`config.mk`:
```
export PLATFORM = sky130hd
export DESIGN_NAME = cpu
export DESIGN_NICKNAME = d
export VERILOG_FILES = /design/src/cpu_pkg.sv /design/src/cpu.sv /design/src/memory_stage.sv /design/src/execute_stage.sv /design/src/decode_stage.sv /design/src/fetch_stage.sv
export SDC_FILE = /design/constraint.sdc
export NUM_CORES = 1
export LEC_CHECK = 0
export BUFFER_PORTS_ARGS = -buffer_cell sky130_fd_sc_hd__buf_2
export CAP_MARGIN = 0
export CORE_AREA = 2 2 136 138
export CTS_CLUSTER_SIZE = 12
export DETAILED_ROUTE_END_ITERATION = 7
export DIE_AREA = 0 0 138 140
export GPL_TIMING_DRIVEN = 0
export PLACE_DENSITY = 0.51
export SLEW_MARGIN = 30
export SYNTH_ARGS = -nofsm -noshare
export SYNTH_HDL_FRONTEND = slang
export SYNTH_SLANG_ARGS = --single-unit
```
`constraint.sdc`:
```
create_clock -name clk -period 1.8 [get_ports clk]
set_input_delay 0.36 -clock clk [delete_from_list [all_inputs] [get_ports clk]]
set_output_delay 0.36 -clock clk [all_outputs]
set_load 0.05 [all_outputs]
```
`src/program.hex`:
```
// one 32-bit instruction word per line, starting at word address 0
// the last word is a beq to itself that ends the program
3C011234
34215678
2402FFFB
00221821
00612023
00612824
00A23025
0041382A
AC010008
8C080008
01074821
24000007
10220002
240A0001
114A0002
240B0111
240C0222
01496821
AC0D0010
1000FFFF

```
`src/cpu_pkg.sv`:
```
package cpu_pkg;

	// primary opcodes of the supported subset
	typedef enum logic [5:0] {
		op_special = 6'h00,
		op_beq     = 6'h04,
		op_addiu   = 6'h09,
		op_ori     = 6'h0d,
		op_lui     = 6'h0f,
		op_lw      = 6'h23,
		op_sw      = 6'h2b
	} opcode_e;

	// function field of special instructions
	typedef enum logic [5:0] {
		fn_addu = 6'h21,
		fn_subu = 6'h23,
		fn_and  = 6'h24,
		fn_or   = 6'h25,
		fn_slt  = 6'h2a
	} funct_e;

	typedef enum logic [2:0] {
		alu_add,
		alu_sub,
		alu_and,
		alu_or,
		alu_slt,
		alu_lui
	} alu_op_e;

	localparam logic [31:0] reset_pc = 32'h0000_0000;

	typedef struct packed {
		logic        valid;
		logic [31:0] pc;
		logic [31:0] instr;
	} fd_t;

	typedef struct packed {
		logic        valid;
		logic [31:0] pc;
		alu_op_e     alu_op;
		logic [4:0]  rs;
		logic [4:0]  rt;
		logic [31:0] rs_val;
		logic [31:0] rt_val;
		logic [31:0] imm;
		logic        use_imm;
		logic        mem_read;
		logic        mem_write;
		logic        branch;
		logic        reg_write;
		logic [4:0]  dest;
	} de_t;

	typedef struct packed {
		logic        valid;
		logic [31:0] pc;
		logic [31:0] result;
		logic [31:0] store_data;
		logic        mem_read;
		logic        mem_write;
		logic        reg_write;
		logic [4:0]  dest;
	} em_t;

	// also used as the retire trace
	typedef struct packed {
		logic        valid;
		logic [31:0] pc;
		logic        reg_write;
		logic [4:0]  dest;
		logic [31:0] result;
	} wb_t;

	typedef struct packed {
		logic        valid;
		logic [31:0] addr;
		logic [31:0] data;
	} store_t;

endpackage
```
`src/cpu.sv`:
```
`timescale 1ns/1ps

module cpu #(
	parameter int imem_words = 64,
	parameter int dmem_words = 64
) (
	input  logic            clk,
	input  logic            arst_n,
	output cpu_pkg::wb_t    retire,
	output cpu_pkg::store_t store
);
	import cpu_pkg::*;

	fd_t         fd;
	de_t         de;
	em_t         em;
	logic        stall;
	logic        redirect;
	logic [31:0] redirect_pc;
	logic        ex_mem_read;
	logic [4:0]  ex_dest;

	fetch_stage #(
		.imem_words(imem_words)
	) i_fetch (
		.clk(clk),
		.arst_n(arst_n),
		.stall(stall),
		.redirect(redirect),
		.redirect_pc(redirect_pc),
		.fd(fd)
	);

	decode_stage i_decode (
		.clk(clk),
		.arst_n(arst_n),
		.fd(fd),
		.wb(retire),
		.redirect(redirect),
		.ex_mem_read(ex_mem_read),
		.ex_dest(ex_dest),
		.de(de),
		.stall(stall)
	);

	// em comes back as the M-stage forwarding source
	execute_stage i_execute (
		.clk(clk),
		.arst_n(arst_n),
		.de(de),
		.em_fwd(em),
		.wb(retire),
		.em(em),
		.redirect(redirect),
		.redirect_pc(redirect_pc),
		.ex_mem_read(ex_mem_read),
		.ex_dest(ex_dest)
	);

	memory_stage #(
		.dmem_words(dmem_words)
	) i_memory (
		.clk(clk),
		.arst_n(arst_n),
		.em(em),
		.wb(retire),
		.store(store)
	);

endmodule

```
`src/memory_stage.sv`:
```
`timescale 1ns/1ps

module memory_stage #(
	parameter int dmem_words = 64
) (
	input  logic            clk,
	input  logic            arst_n,
	input  cpu_pkg::em_t    em,
	output cpu_pkg::wb_t    wb,
	output cpu_pkg::store_t store
);
	import cpu_pkg::*;

	localparam int addr_bits = $clog2(dmem_words);

	logic [31:0]          ram [dmem_words];
	logic [addr_bits-1:0] word_addr;
	logic                 write_en;
	logic [31:0]          load_data;

	// word addressed, the two low address bits are ignored
	assign word_addr = em.result[addr_bits+1:2];
	assign write_en = em.valid && em.mem_write;
	assign load_data = ram[word_addr];

	always_ff @(posedge clk or negedge arst_n) begin
		if (!arst_n) begin
			for (int i = 0; i < dmem_words; i++) begin
				ram[i] <= 32'd0;
			end
		end else if (write_en) begin
			ram[word_addr] <= em.store_data;
		end
	end

	// the trace strobe shows the store in the cycle the RAM takes it
	assign store.valid = write_en;
	assign store.addr = em.result;
	assign store.data = em.store_data;

	always_ff @(posedge clk or negedge arst_n) begin
		if (!arst_n) begin
			wb <= '0;
		end else begin
			wb.valid <= em.valid;
			wb.pc <= em.pc;
			wb.reg_write <= em.reg_write;
			wb.dest <= em.dest;
			wb.result <= em.mem_read ? load_data : em.result;
		end
	end

endmodule

```
`src/execute_stage.sv`:
```
`timescale 1ns/1ps

module execute_stage (
	input  logic         clk,
	input  logic         arst_n,
	input  cpu_pkg::de_t de,
	input  cpu_pkg::em_t em_fwd,
	input  cpu_pkg::wb_t wb,
	output cpu_pkg::em_t em,
	output logic         redirect,
	output logic [31:0]  redirect_pc,
	output logic         ex_mem_read,
	output logic [4:0]   ex_dest
);
	import cpu_pkg::*;

	logic [31:0] op_a;
	logic [31:0] rt_fwd;
	logic [31:0] op_b;
	logic [31:0] alu_result;

	// the younger producer wins, register 0 is never forwarded
	function automatic logic [31:0] forward(input logic [4:0] idx, input logic [31:0] val,
		input em_t m, input wb_t w);
		if (idx == 5'd0) begin
			return val;
		end
		if (m.valid && m.reg_write && m.dest == idx) begin
			return m.result;
		end
		if (w.valid && w.reg_write && w.dest == idx) begin
			return w.result;
		end
		return val;
	endfunction

	assign op_a = forward(de.rs, de.rs_val, em_fwd, wb);
	assign rt_fwd = forward(de.rt, de.rt_val, em_fwd, wb);
	assign op_b = de.use_imm ? de.imm : rt_fwd;

	always_comb begin
		case (de.alu_op)
			alu_add: alu_result = op_a + op_b;
			alu_sub: alu_result = op_a - op_b;
			alu_and: alu_result = op_a & op_b;
			alu_or:  alu_result = op_a | op_b;
			alu_slt: alu_result = ($signed(op_a) < $signed(op_b)) ? 32'd1 : 32'd0;
			alu_lui: alu_result = {op_b[15:0], 16'h0000};
			default: alu_result = 32'd0;
		endcase
	end

	// a taken beq squashes decode and fetch in the same cycle
	assign redirect = de.valid && de.branch && (op_a == rt_fwd);
	assign redirect_pc = de.pc + 32'd4 + {de.imm[29:0], 2'b00};

	assign ex_mem_read = de.valid && de.mem_read;
	assign ex_dest = de.dest;

	always_ff @(posedge clk or negedge arst_n) begin
		if (!arst_n) begin
			em <= '0;
		end else begin
			em.valid <= de.valid;
			em.pc <= de.pc;
			em.result <= alu_result;
			em.store_data <= rt_fwd;
			em.mem_read <= de.mem_read;
			em.mem_write <= de.mem_write;
			em.reg_write <= de.reg_write && !de.branch;
			em.dest <= de.dest;
		end
	end

endmodule

```
`src/decode_stage.sv`:
```
`timescale 1ns/1ps

module decode_stage (
	input  logic         clk,
	input  logic         arst_n,
	input  cpu_pkg::fd_t fd,
	input  cpu_pkg::wb_t wb,
	input  logic         redirect,
	input  logic         ex_mem_read,
	input  logic [4:0]   ex_dest,
	output cpu_pkg::de_t de,
	output logic         stall
);
	import cpu_pkg::*;

	logic [31:0] regs [32];
	opcode_e     opcode;
	funct_e      funct;
	logic [4:0]  rs;
	logic [4:0]  rt;
	logic [4:0]  rd;
	logic [31:0] imm_sext;
	logic [31:0] imm_zext;
	logic [31:0] rs_val;
	logic [31:0] rt_val;
	logic        wb_write;
	logic        uses_rt;
	logic        write_en;
	de_t         de_next;

	assign opcode = opcode_e'(fd.instr[31:26]);
	assign funct = funct_e'(fd.instr[5:0]);
	assign rs = fd.instr[25:21];
	assign rt = fd.instr[20:16];
	assign rd = fd.instr[15:11];
	assign imm_sext = {{16{fd.instr[15]}}, fd.instr[15:0]};
	assign imm_zext = {16'h0000, fd.instr[15:0]};

	assign wb_write = wb.valid && wb.reg_write && (wb.dest != 5'd0);

	// write before read, so a result retiring this cycle is seen here
	assign rs_val = (rs == 5'd0) ? 32'd0 :
		(wb_write && wb.dest == rs) ? wb.result : regs[rs];
	assign rt_val = (rt == 5'd0) ? 32'd0 :
		(wb_write && wb.dest == rt) ? wb.result : regs[rt];

	always_ff @(posedge clk or negedge arst_n) begin
		if (!arst_n) begin
			for (int i = 0; i < 32; i++) begin
				regs[i] <= 32'd0;
			end
		end else if (wb_write) begin
			regs[wb.dest] <= wb.result;
		end
	end

	always_comb begin
		de_next = '0;
		de_next.valid = fd.valid;
		de_next.pc = fd.pc;
		de_next.rs = rs;
		de_next.rt = rt;
		de_next.rs_val = rs_val;
		de_next.rt_val = rt_val;
		de_next.alu_op = alu_add;
		de_next.dest = rt;
		uses_rt = 1'b0;
		write_en = 1'b0;
		case (opcode)
			op_special: begin
				de_next.dest = rd;
				uses_rt = 1'b1;
				write_en = 1'b1;
				case (funct)
					fn_addu: de_next.alu_op = alu_add;
					fn_subu: de_next.alu_op = alu_sub;
					fn_and:  de_next.alu_op = alu_and;
					fn_or:   de_next.alu_op = alu_or;
					fn_slt:  de_next.alu_op = alu_slt;
					// unknown function codes behave as a nop
					default: write_en = 1'b0;
				endcase
			end
			op_addiu: begin
				de_next.use_imm = 1'b1;
				de_next.imm = imm_sext;
				write_en = 1'b1;
			end
			op_ori: begin
				de_next.alu_op = alu_or;
				de_next.use_imm = 1'b1;
				de_next.imm = imm_zext;
				write_en = 1'b1;
			end
			op_lui: begin
				de_next.alu_op = alu_lui;
				de_next.use_imm = 1'b1;
				de_next.imm = imm_zext;
				write_en = 1'b1;
			end
			op_lw: begin
				de_next.use_imm = 1'b1;
				de_next.imm = imm_sext;
				de_next.mem_read = 1'b1;
				write_en = 1'b1;
			end
			op_sw: begin
				de_next.use_imm = 1'b1;
				de_next.imm = imm_sext;
				de_next.mem_write = 1'b1;
				uses_rt = 1'b1;
			end
			op_beq: begin
				de_next.imm = imm_sext;
				de_next.branch = 1'b1;
				uses_rt = 1'b1;
			end
			default: begin
				write_en = 1'b0;
			end
		endcase
		// register 0 stays zero, so no write to it leaves decode
		de_next.reg_write = write_en && (de_next.dest != 5'd0);
	end

	// a load in execute cannot forward its data yet, hold the user one cycle
	assign stall = fd.valid && ex_mem_read && (ex_dest != 5'd0) &&
		((rs == ex_dest) || (uses_rt && rt == ex_dest));

	always_ff @(posedge clk or negedge arst_n) begin
		if (!arst_n) begin
			de <= '0;
		end else begin
			de <= de_next;
			if (stall || redirect) begin
				de.valid <= 1'b0;
			end
		end
	end

endmodule

```
`src/fetch_stage.sv`:
```
`timescale 1ns/1ps

module fetch_stage #(
	parameter int imem_words = 64
) (
	input  logic         clk,
	input  logic         arst_n,
	input  logic         stall,
	input  logic         redirect,
	input  logic [31:0]  redirect_pc,
	output cpu_pkg::fd_t fd
);
	import cpu_pkg::*;

	localparam int addr_bits = $clog2(imem_words);

	logic [31:0] pc;
	logic [31:0] rom [imem_words];
	logic [31:0] instr;

	initial begin
		$readmemh("/design/src/program.hex", rom);
	end

	// the ROM only sees the word bits of the pc, upper bits wrap
	assign instr = rom[pc[addr_bits+1:2]];

	always_ff @(posedge clk or negedge arst_n) begin
		if (!arst_n) begin
			pc <= reset_pc;
			fd <= '0;
		end else if (redirect) begin
			// the instruction being fetched is on the wrong path
			pc <= redirect_pc;
			fd.valid <= 1'b0;
		end else if (!stall) begin
			pc <= pc + 32'd4;
			fd.valid <= 1'b1;
			fd.pc <= pc;
			fd.instr <= instr;
		end
	end

endmodule

```
==> results of run 1 <==
[power by group]
| part | total (W) | internal [W] | switching (W) |
|---|---|---|---|
| sequential | 0.00347 | 0.00347 | 0.000000988 |
| clock | 0.00332 | 0.00199 | 0.00134 |
| combinational | 0.000744 | 0.000168 | 0.000576 |
[stage by stage]
| step | hold WS, ns | util | setup slack [ns] |
|---|---|---|---|
| 6_report | 0.342 | 0.379 | 0.0603 |
| 5_1_grt | 0.343 | 0.379 | -0.0214 |
| 4_1_cts | 0.344 | 0.378 | 0.00695 |
| 3_5_place_dp | 0.321 | 0.344 | -0.0743 |
| 3_3_place_gp | 0.332 | 0.342 | -1.69 |
| 2_1_floorplan | 0.0644 | - | 0.227 |
[cells in the mapped netlist]
library cell  instances  area [sq um]
xor2_1                6          52.6
nand4_4               1          21.3
nor3_1                2          10.0
ha_1                  1          12.5
conb_1                2          7.51
xnor2_1              22           193
buf_4               105           788
nor4_1                2          12.5
nor4_4                2          42.5
nand4_1              10          62.6
inv_1                 4          15.0
dfrtp_1             154          3850
nand3_1              18          90.1
and3_1                2          12.5
and2_1                1          6.26
nor2_1                9          33.8
nand2_1               9          33.8
[layout make-up]
| class | instances | area (sq um) | area share |
|---|---|---|---|
| buffer | 105 | 788 | 0.117 |
| clock buffer | 20 | 457 | 0.0678 |
| clock inverter | 12 | 118 | 0.0174 |
| inverter | 4 | 15.0 | 0.00223 |
| multi-input combinational | 191 | 992 | 0.147 |
| sequential | 154 | 3850 | 0.572 |
| tap | 229 | 287 | 0.0425 |
| timing repair buffer | 37 | 230 | 0.0342 |
[kinds of logic after synthesis]
group	synth area share
simple gates	0.0620
fa+ha+maj	0.00238
other cells	0.00143
xor+xnor	0.0467
buf+inv	0.153
flops	0.734
[layer usage]
layer / wire [um] / part of all wire
met1: 2710 / 0.38
met2: 3760 / 0.52
met5: 0 / 0
met4: 151 / 0.021
met3: 578 / 0.080
[what timing repair did]
action,4_1_cts,5_1_grt
setup buffers,0,3
endpoints found under the hold margin,60,0
setup endpoints to repair,6,11
resized for setup,1,1
hold buffers,1,0
pin swaps,1,2
[worst max-delay path: stages (launching register included)]
cell and delay [ns]:
dfrtp_1 0.41, ha_1 0.25, nand3_2 0.19, nor4_4 0.31, buf_4 0.20, nand4_1 0.11, xnor2_1 0.14
[sequential cells by signal (all words and copies together), names as in the netlist]
register	count
i_decode.de	31
i_execute.em	31
i_fetch.fd	31
i_memory.wb	31
i_fetch.pc	30
[cell usage in the layout (no fill, tap or decap), drive strengths merged, types with 2 or more instances in the layout]
| master | n |
|---|---|
| dfrtp | 154 |
| buf | 141 |
| conb | 106 |
| xnor2 | 22 |
| clkbuf | 20 |
| nand3 | 18 |
| nand4 | 11 |
| nor2 | 9 |
| nand2 | 9 |
| xor2 | 6 |
| inv | 6 |
| clkinv | 5 |
| clkinvlp | 4 |
| nor4 | 4 |
| nor3 | 2 |
| and3 | 2 |
[final timing paths]
check                                  from               end  slack (ns)  cells after the start
max                           i_fetch.pc[2]    i_fetch.pc[28]        0.06                      6
min                        i_execute.em[86]   i_memory.wb[52]        0.34                      0
max reg2reg                   i_fetch.pc[2]    i_fetch.pc[28]        0.06                      6
min reg2reg                i_execute.em[86]   i_memory.wb[52]        0.34                      0
max in group asynchronous            arst_n   i_memory.wb[60]        0.54                      3
min in group asynchronous            arst_n  i_decode.de[121]        0.46                      2
==> flow_summary_export.csv, run 1 <==
group,metric,value,unit
power,power_density,1120,nW/um^2
flow_run,drv_cap,0,
sta,final_hold_viol_count,0,
sta,drv_slew,0,
sta,tns,0,ns
global_route,use_met2,0.132,
final_layout,area_delta_synth_final,28.4,%
sta,setup_viol,0,
logic_synthesis,syn_inst,350,
logic_synthesis,ys_ff_latch,154,
floorplan,dieHeight,140,um
clock_tree,clkLatencyLatePin,0.41,ns
placement,place_congestion,0.750,
sta,fin_crit,1.74,ns
logic_synthesis,syn-cell-area,5250,sq um
final_layout,nFillCells,1650,
worst_setup_path,arrival,2.03,ns
clock_tree,ctsHtreeMaxLevel,4,
sta,finClkSkew,0.00911,ns
final_layout,antenna_cells,0,
placement,postPlaceCellArea,6120,sq um
global_route,use_met3,0.0414,
logic_synthesis,seq_area_frac_synth,0.734,
placement,port_buffers,32,
clock_tree,clock_path_buffers,2,
worst_setup_path,crit_type,"reg2reg",
global_route,antenna_found_initial,0,
route,vias_per_cell,3.38,
logic_synthesis,synth_cell_types,17,
clock_tree,path_clk_slew,0.06,ns
logic_synthesis,yosys_warnings,0,
floorplan,dieWidth,138,um
final_layout,fin_nets,513,
route,wl_per_cell,9.58,um
route,dr_total_vias,2544,
final_layout,final_cell_count_no_fill,752,
floorplan,rows,49,
clock_tree,clkSinkCount,154,
placement,dp.cells,716,
clock_tree,cts_tree,"built",
worst_setup_path,crit_fanout,6,
hold_path,hold_path_class,"reg2reg",
route,first_iter_violations,211,
logic_synthesis,synth_area_per_cell,15.0,sq um
route,finalWirelength,7.21,mm
worst_setup_path,required,2.09,ns
route,postRouteAntennaNets,0,
global_route,busiest_layer,"met2",
route,drcViolationCount,0,
sta,fmax,575,MHz
power,power.total,0.00754,W
floorplan,initial_core_util,0.295,
worst_setup_path,end_kind,"flip-flop",
power,ir_worst_vdd,0.630,mV
global_route,grt_use_met1,0.0804,
placement,dp_hpwl,4.89,mm
global_route,grt_use_total,0.0790,
power,power.static_leakage,3.64,nW
floorplan,io_pins,138,
final_layout,design_area,6740,sq um
worst_setup_path,start_kind,"flip-flop",
floorplan,core-area,17800,sq um
global_route,grt-ovfl-total,0,
global_route,grt_start_max_net_pins,95,
global_route,grt_pass1_vias,2543,
global_route,grt_pass1_wl,12.1,mm
route,first_pass_iters,4,
clock_tree,cts_root_buf,"clkbuf_16",
sta,period_share,0.966,
final_layout,drive_gt1_frac,0.338,
floorplan,dieArea,19300,sq um
outcome,outcome,"complete, no violations",
clock_tree,cts-buffers-inserted,17,
No activity file was read; power rests on OpenSTA's default activity.
==> run 2, diff against run 1 <==
CELL_PAD_IN_SITES_DETAIL_PLACEMENT = 0   (was default)
CELL_PAD_IN_SITES_GLOBAL_PLACEMENT = 2   (was default)
PLACE_DENSITY = 0.68   (was 0.51)
==> flow_summary_export.csv, run 2 (synthesized netlist as in run 1, its figures left out) <==
group,metric,value,unit
power,ir_worst_vdd,0.715,mV
worst_setup_path,end_kind,"flip-flop",
sta,setup_viol,0,
sta,drv_slew,0,
final_layout,layout_commonest_cell,"dfrtp_1",
sta,rsz0062_at_grt,"false",
global_route,grt-ovfl-total,0,
floorplan,core-area,17800,sq um
placement,dp.cells,716,
sta,period_share,0.902,
floorplan,dieHeight,140,um
final_layout,antenna_cells,0,
floorplan,dieWidth,138,um
clock_tree,cts-buffers-inserted,17,
route,postRouteAntennaNets,0,
floorplan,io_pins,138,
clock_tree,clkLatencyLatePin,0.41,ns
global_route,grt_start_max_net_pins,89,
final_layout,final_cell_mix,"154 x dfrtp_1, 107 x buf_4, 106 x conb_1",
floorplan,initial_core_util,0.295,
global_route,grt_pass1_wl,12.4,mm
power,power.total,0.00747,W
global_route,grt_use_total,0.0807,
clock_tree,clock_path_buffers,2,
sta,final_hold_viol_count,0,
sta,whs,0.343,ns
clock_tree,cts_tree,"built",
placement,place_congestion,0.722,
final_layout,final_cell_count_no_fill,751,
final_layout,fin_nets,512,
route,vias_per_cell,3.34,
route,finalWirelength,7.11,mm
final_layout,postLayoutCoreUtil,0.378,
route,wl_per_cell,9.47,um
placement,dp_hpwl,4.96,mm
placement,port_buffers,32,
flow_run,drv_cap,0,
floorplan,dieArea,19300,sq um
sta,tns,0,ns
route,dr_total_vias,2507,
power,power_density,1110,nW/um^2
power,power.static_leakage,3.65,nW
route,first_iter_violations,149,
worst_setup_path,start_kind,"flip-flop",
clock_tree,cts_root_buf,"clkbuf_16",
clock_tree,path_clk_slew,0.06,ns
final_layout,area_delta_synth_final,28.1,%
sta,fin_crit,1.62,ns
outcome,outcome,"complete, no violations",
worst_setup_path,required,2.09,ns
hold_path,hold_path_class,"reg2reg",
final_layout,drive_gt1_frac,0.337,
sta,finClkSkew,0.00733,ns
global_route,grt_pass1_vias,2524,
global_route,antenna_found_initial,0,
clock_tree,ctsHtreeMaxLevel,4,
route,first_pass_iters,4,
clock_tree,clkSinkCount,154,
route,drcViolationCount,0,
worst_setup_path,arrival,1.91,ns
worst_setup_path,crit_type,"reg2reg",
sta,fmax,616,MHz
worst_setup_path,crit_fanout,5,
floorplan,rows,49,
run 2: cell count changes in the layout (fill, tap and decap cells not counted):
cell,previous run,this run
bufinv_16,1,0
clkinvlp_4,4,0
nor4_2,1,0
buf_4,108,107
inv_8,0,3
nor4_4,2,3
clkbuf_8,2,0
inv_6,2,6
run 2: repair_timing:
item	CTS	global route
buffers inserted	2	0
endpoints found under the setup margin	6	7
gates cloned	0	0
pin swaps	1	1
gates resized for setup	1	2
hold buffers	1	0
hold endpoints to repair	66	0
run 2: metal layers:
layer,global-route usage,vias to the layer above,part of all wire
met5,0,-,0
met4,0.0424,0,0.020
met3,0.0362,11,0.076
met2,0.134,99,0.52
met1,0.0872,1165,0.39
li1,-,1232,-
run 2: worst paths after layout:
| check | slack, ns | to | startpoint | cells after the start |
|---|---|---|---|---|
| min reg2reg | 0.34 | i_decode.de[126] | i_fetch.fd[39] | 0 |
| min | 0.34 | i_decode.de[126] | i_fetch.fd[39] | 0 |
| max | 0.18 | i_fetch.pc[24] | i_fetch.pc[2] | 5 |
| max in group asynchronous | 0.59 | i_execute.em[92] | arst_n | 3 |
| min in group asynchronous | 0.46 | i_fetch.pc[2] | arst_n | 2 |
| max reg2reg | 0.18 | i_fetch.pc[24] | i_fetch.pc[2] | 5 |
run 2: critical path, stage by stage (launching register included):
cell	delay, ns
dfrtp_1	0.41
ha_1	0.24
nand3_2	0.21
nor4_4	0.35
nand4_1	0.14
xnor2_1	0.15
run 2: metrics by stage:
stage | area (sq um) | worst slack (ns)
detailed placement | 6120 | -0.0997
finish | 6720 | 0.176
global placement | 6080 | -1.69
CTS | 6710 | 0.00197
floorplan | 5640 | 0.227
global route | 6720 | 0.0140
run 2: area by class of cell:
| class | instances | area [sq um] |
|---|---|---|
| flip-flops and latches | 154 | 3850 |
| repair buffers | 36 | 223 |
| multi-input cells | 191 | 1000 |
| inverters | 4 | 15.0 |
| well taps | 229 | 287 |
| clock buffers | 18 | 429 |
| fillers | 1649 | 11100 |
| plain buffers | 105 | 788 |
| clock inverters | 14 | 126 |
run 2: report_power, final:
group / total (W) / internal (W) / switching, W / leakage [nW]
registers: 0.00347 / 0.00347 / 0.00000108 / 2.06
clock network: 0.00326 / 0.00182 / 0.00144 / 0.276
logic: 0.000742 / 0.000168 / 0.000574 / 1.32
total: 0.00747 / 0.00546 / 0.00201 / 3.65
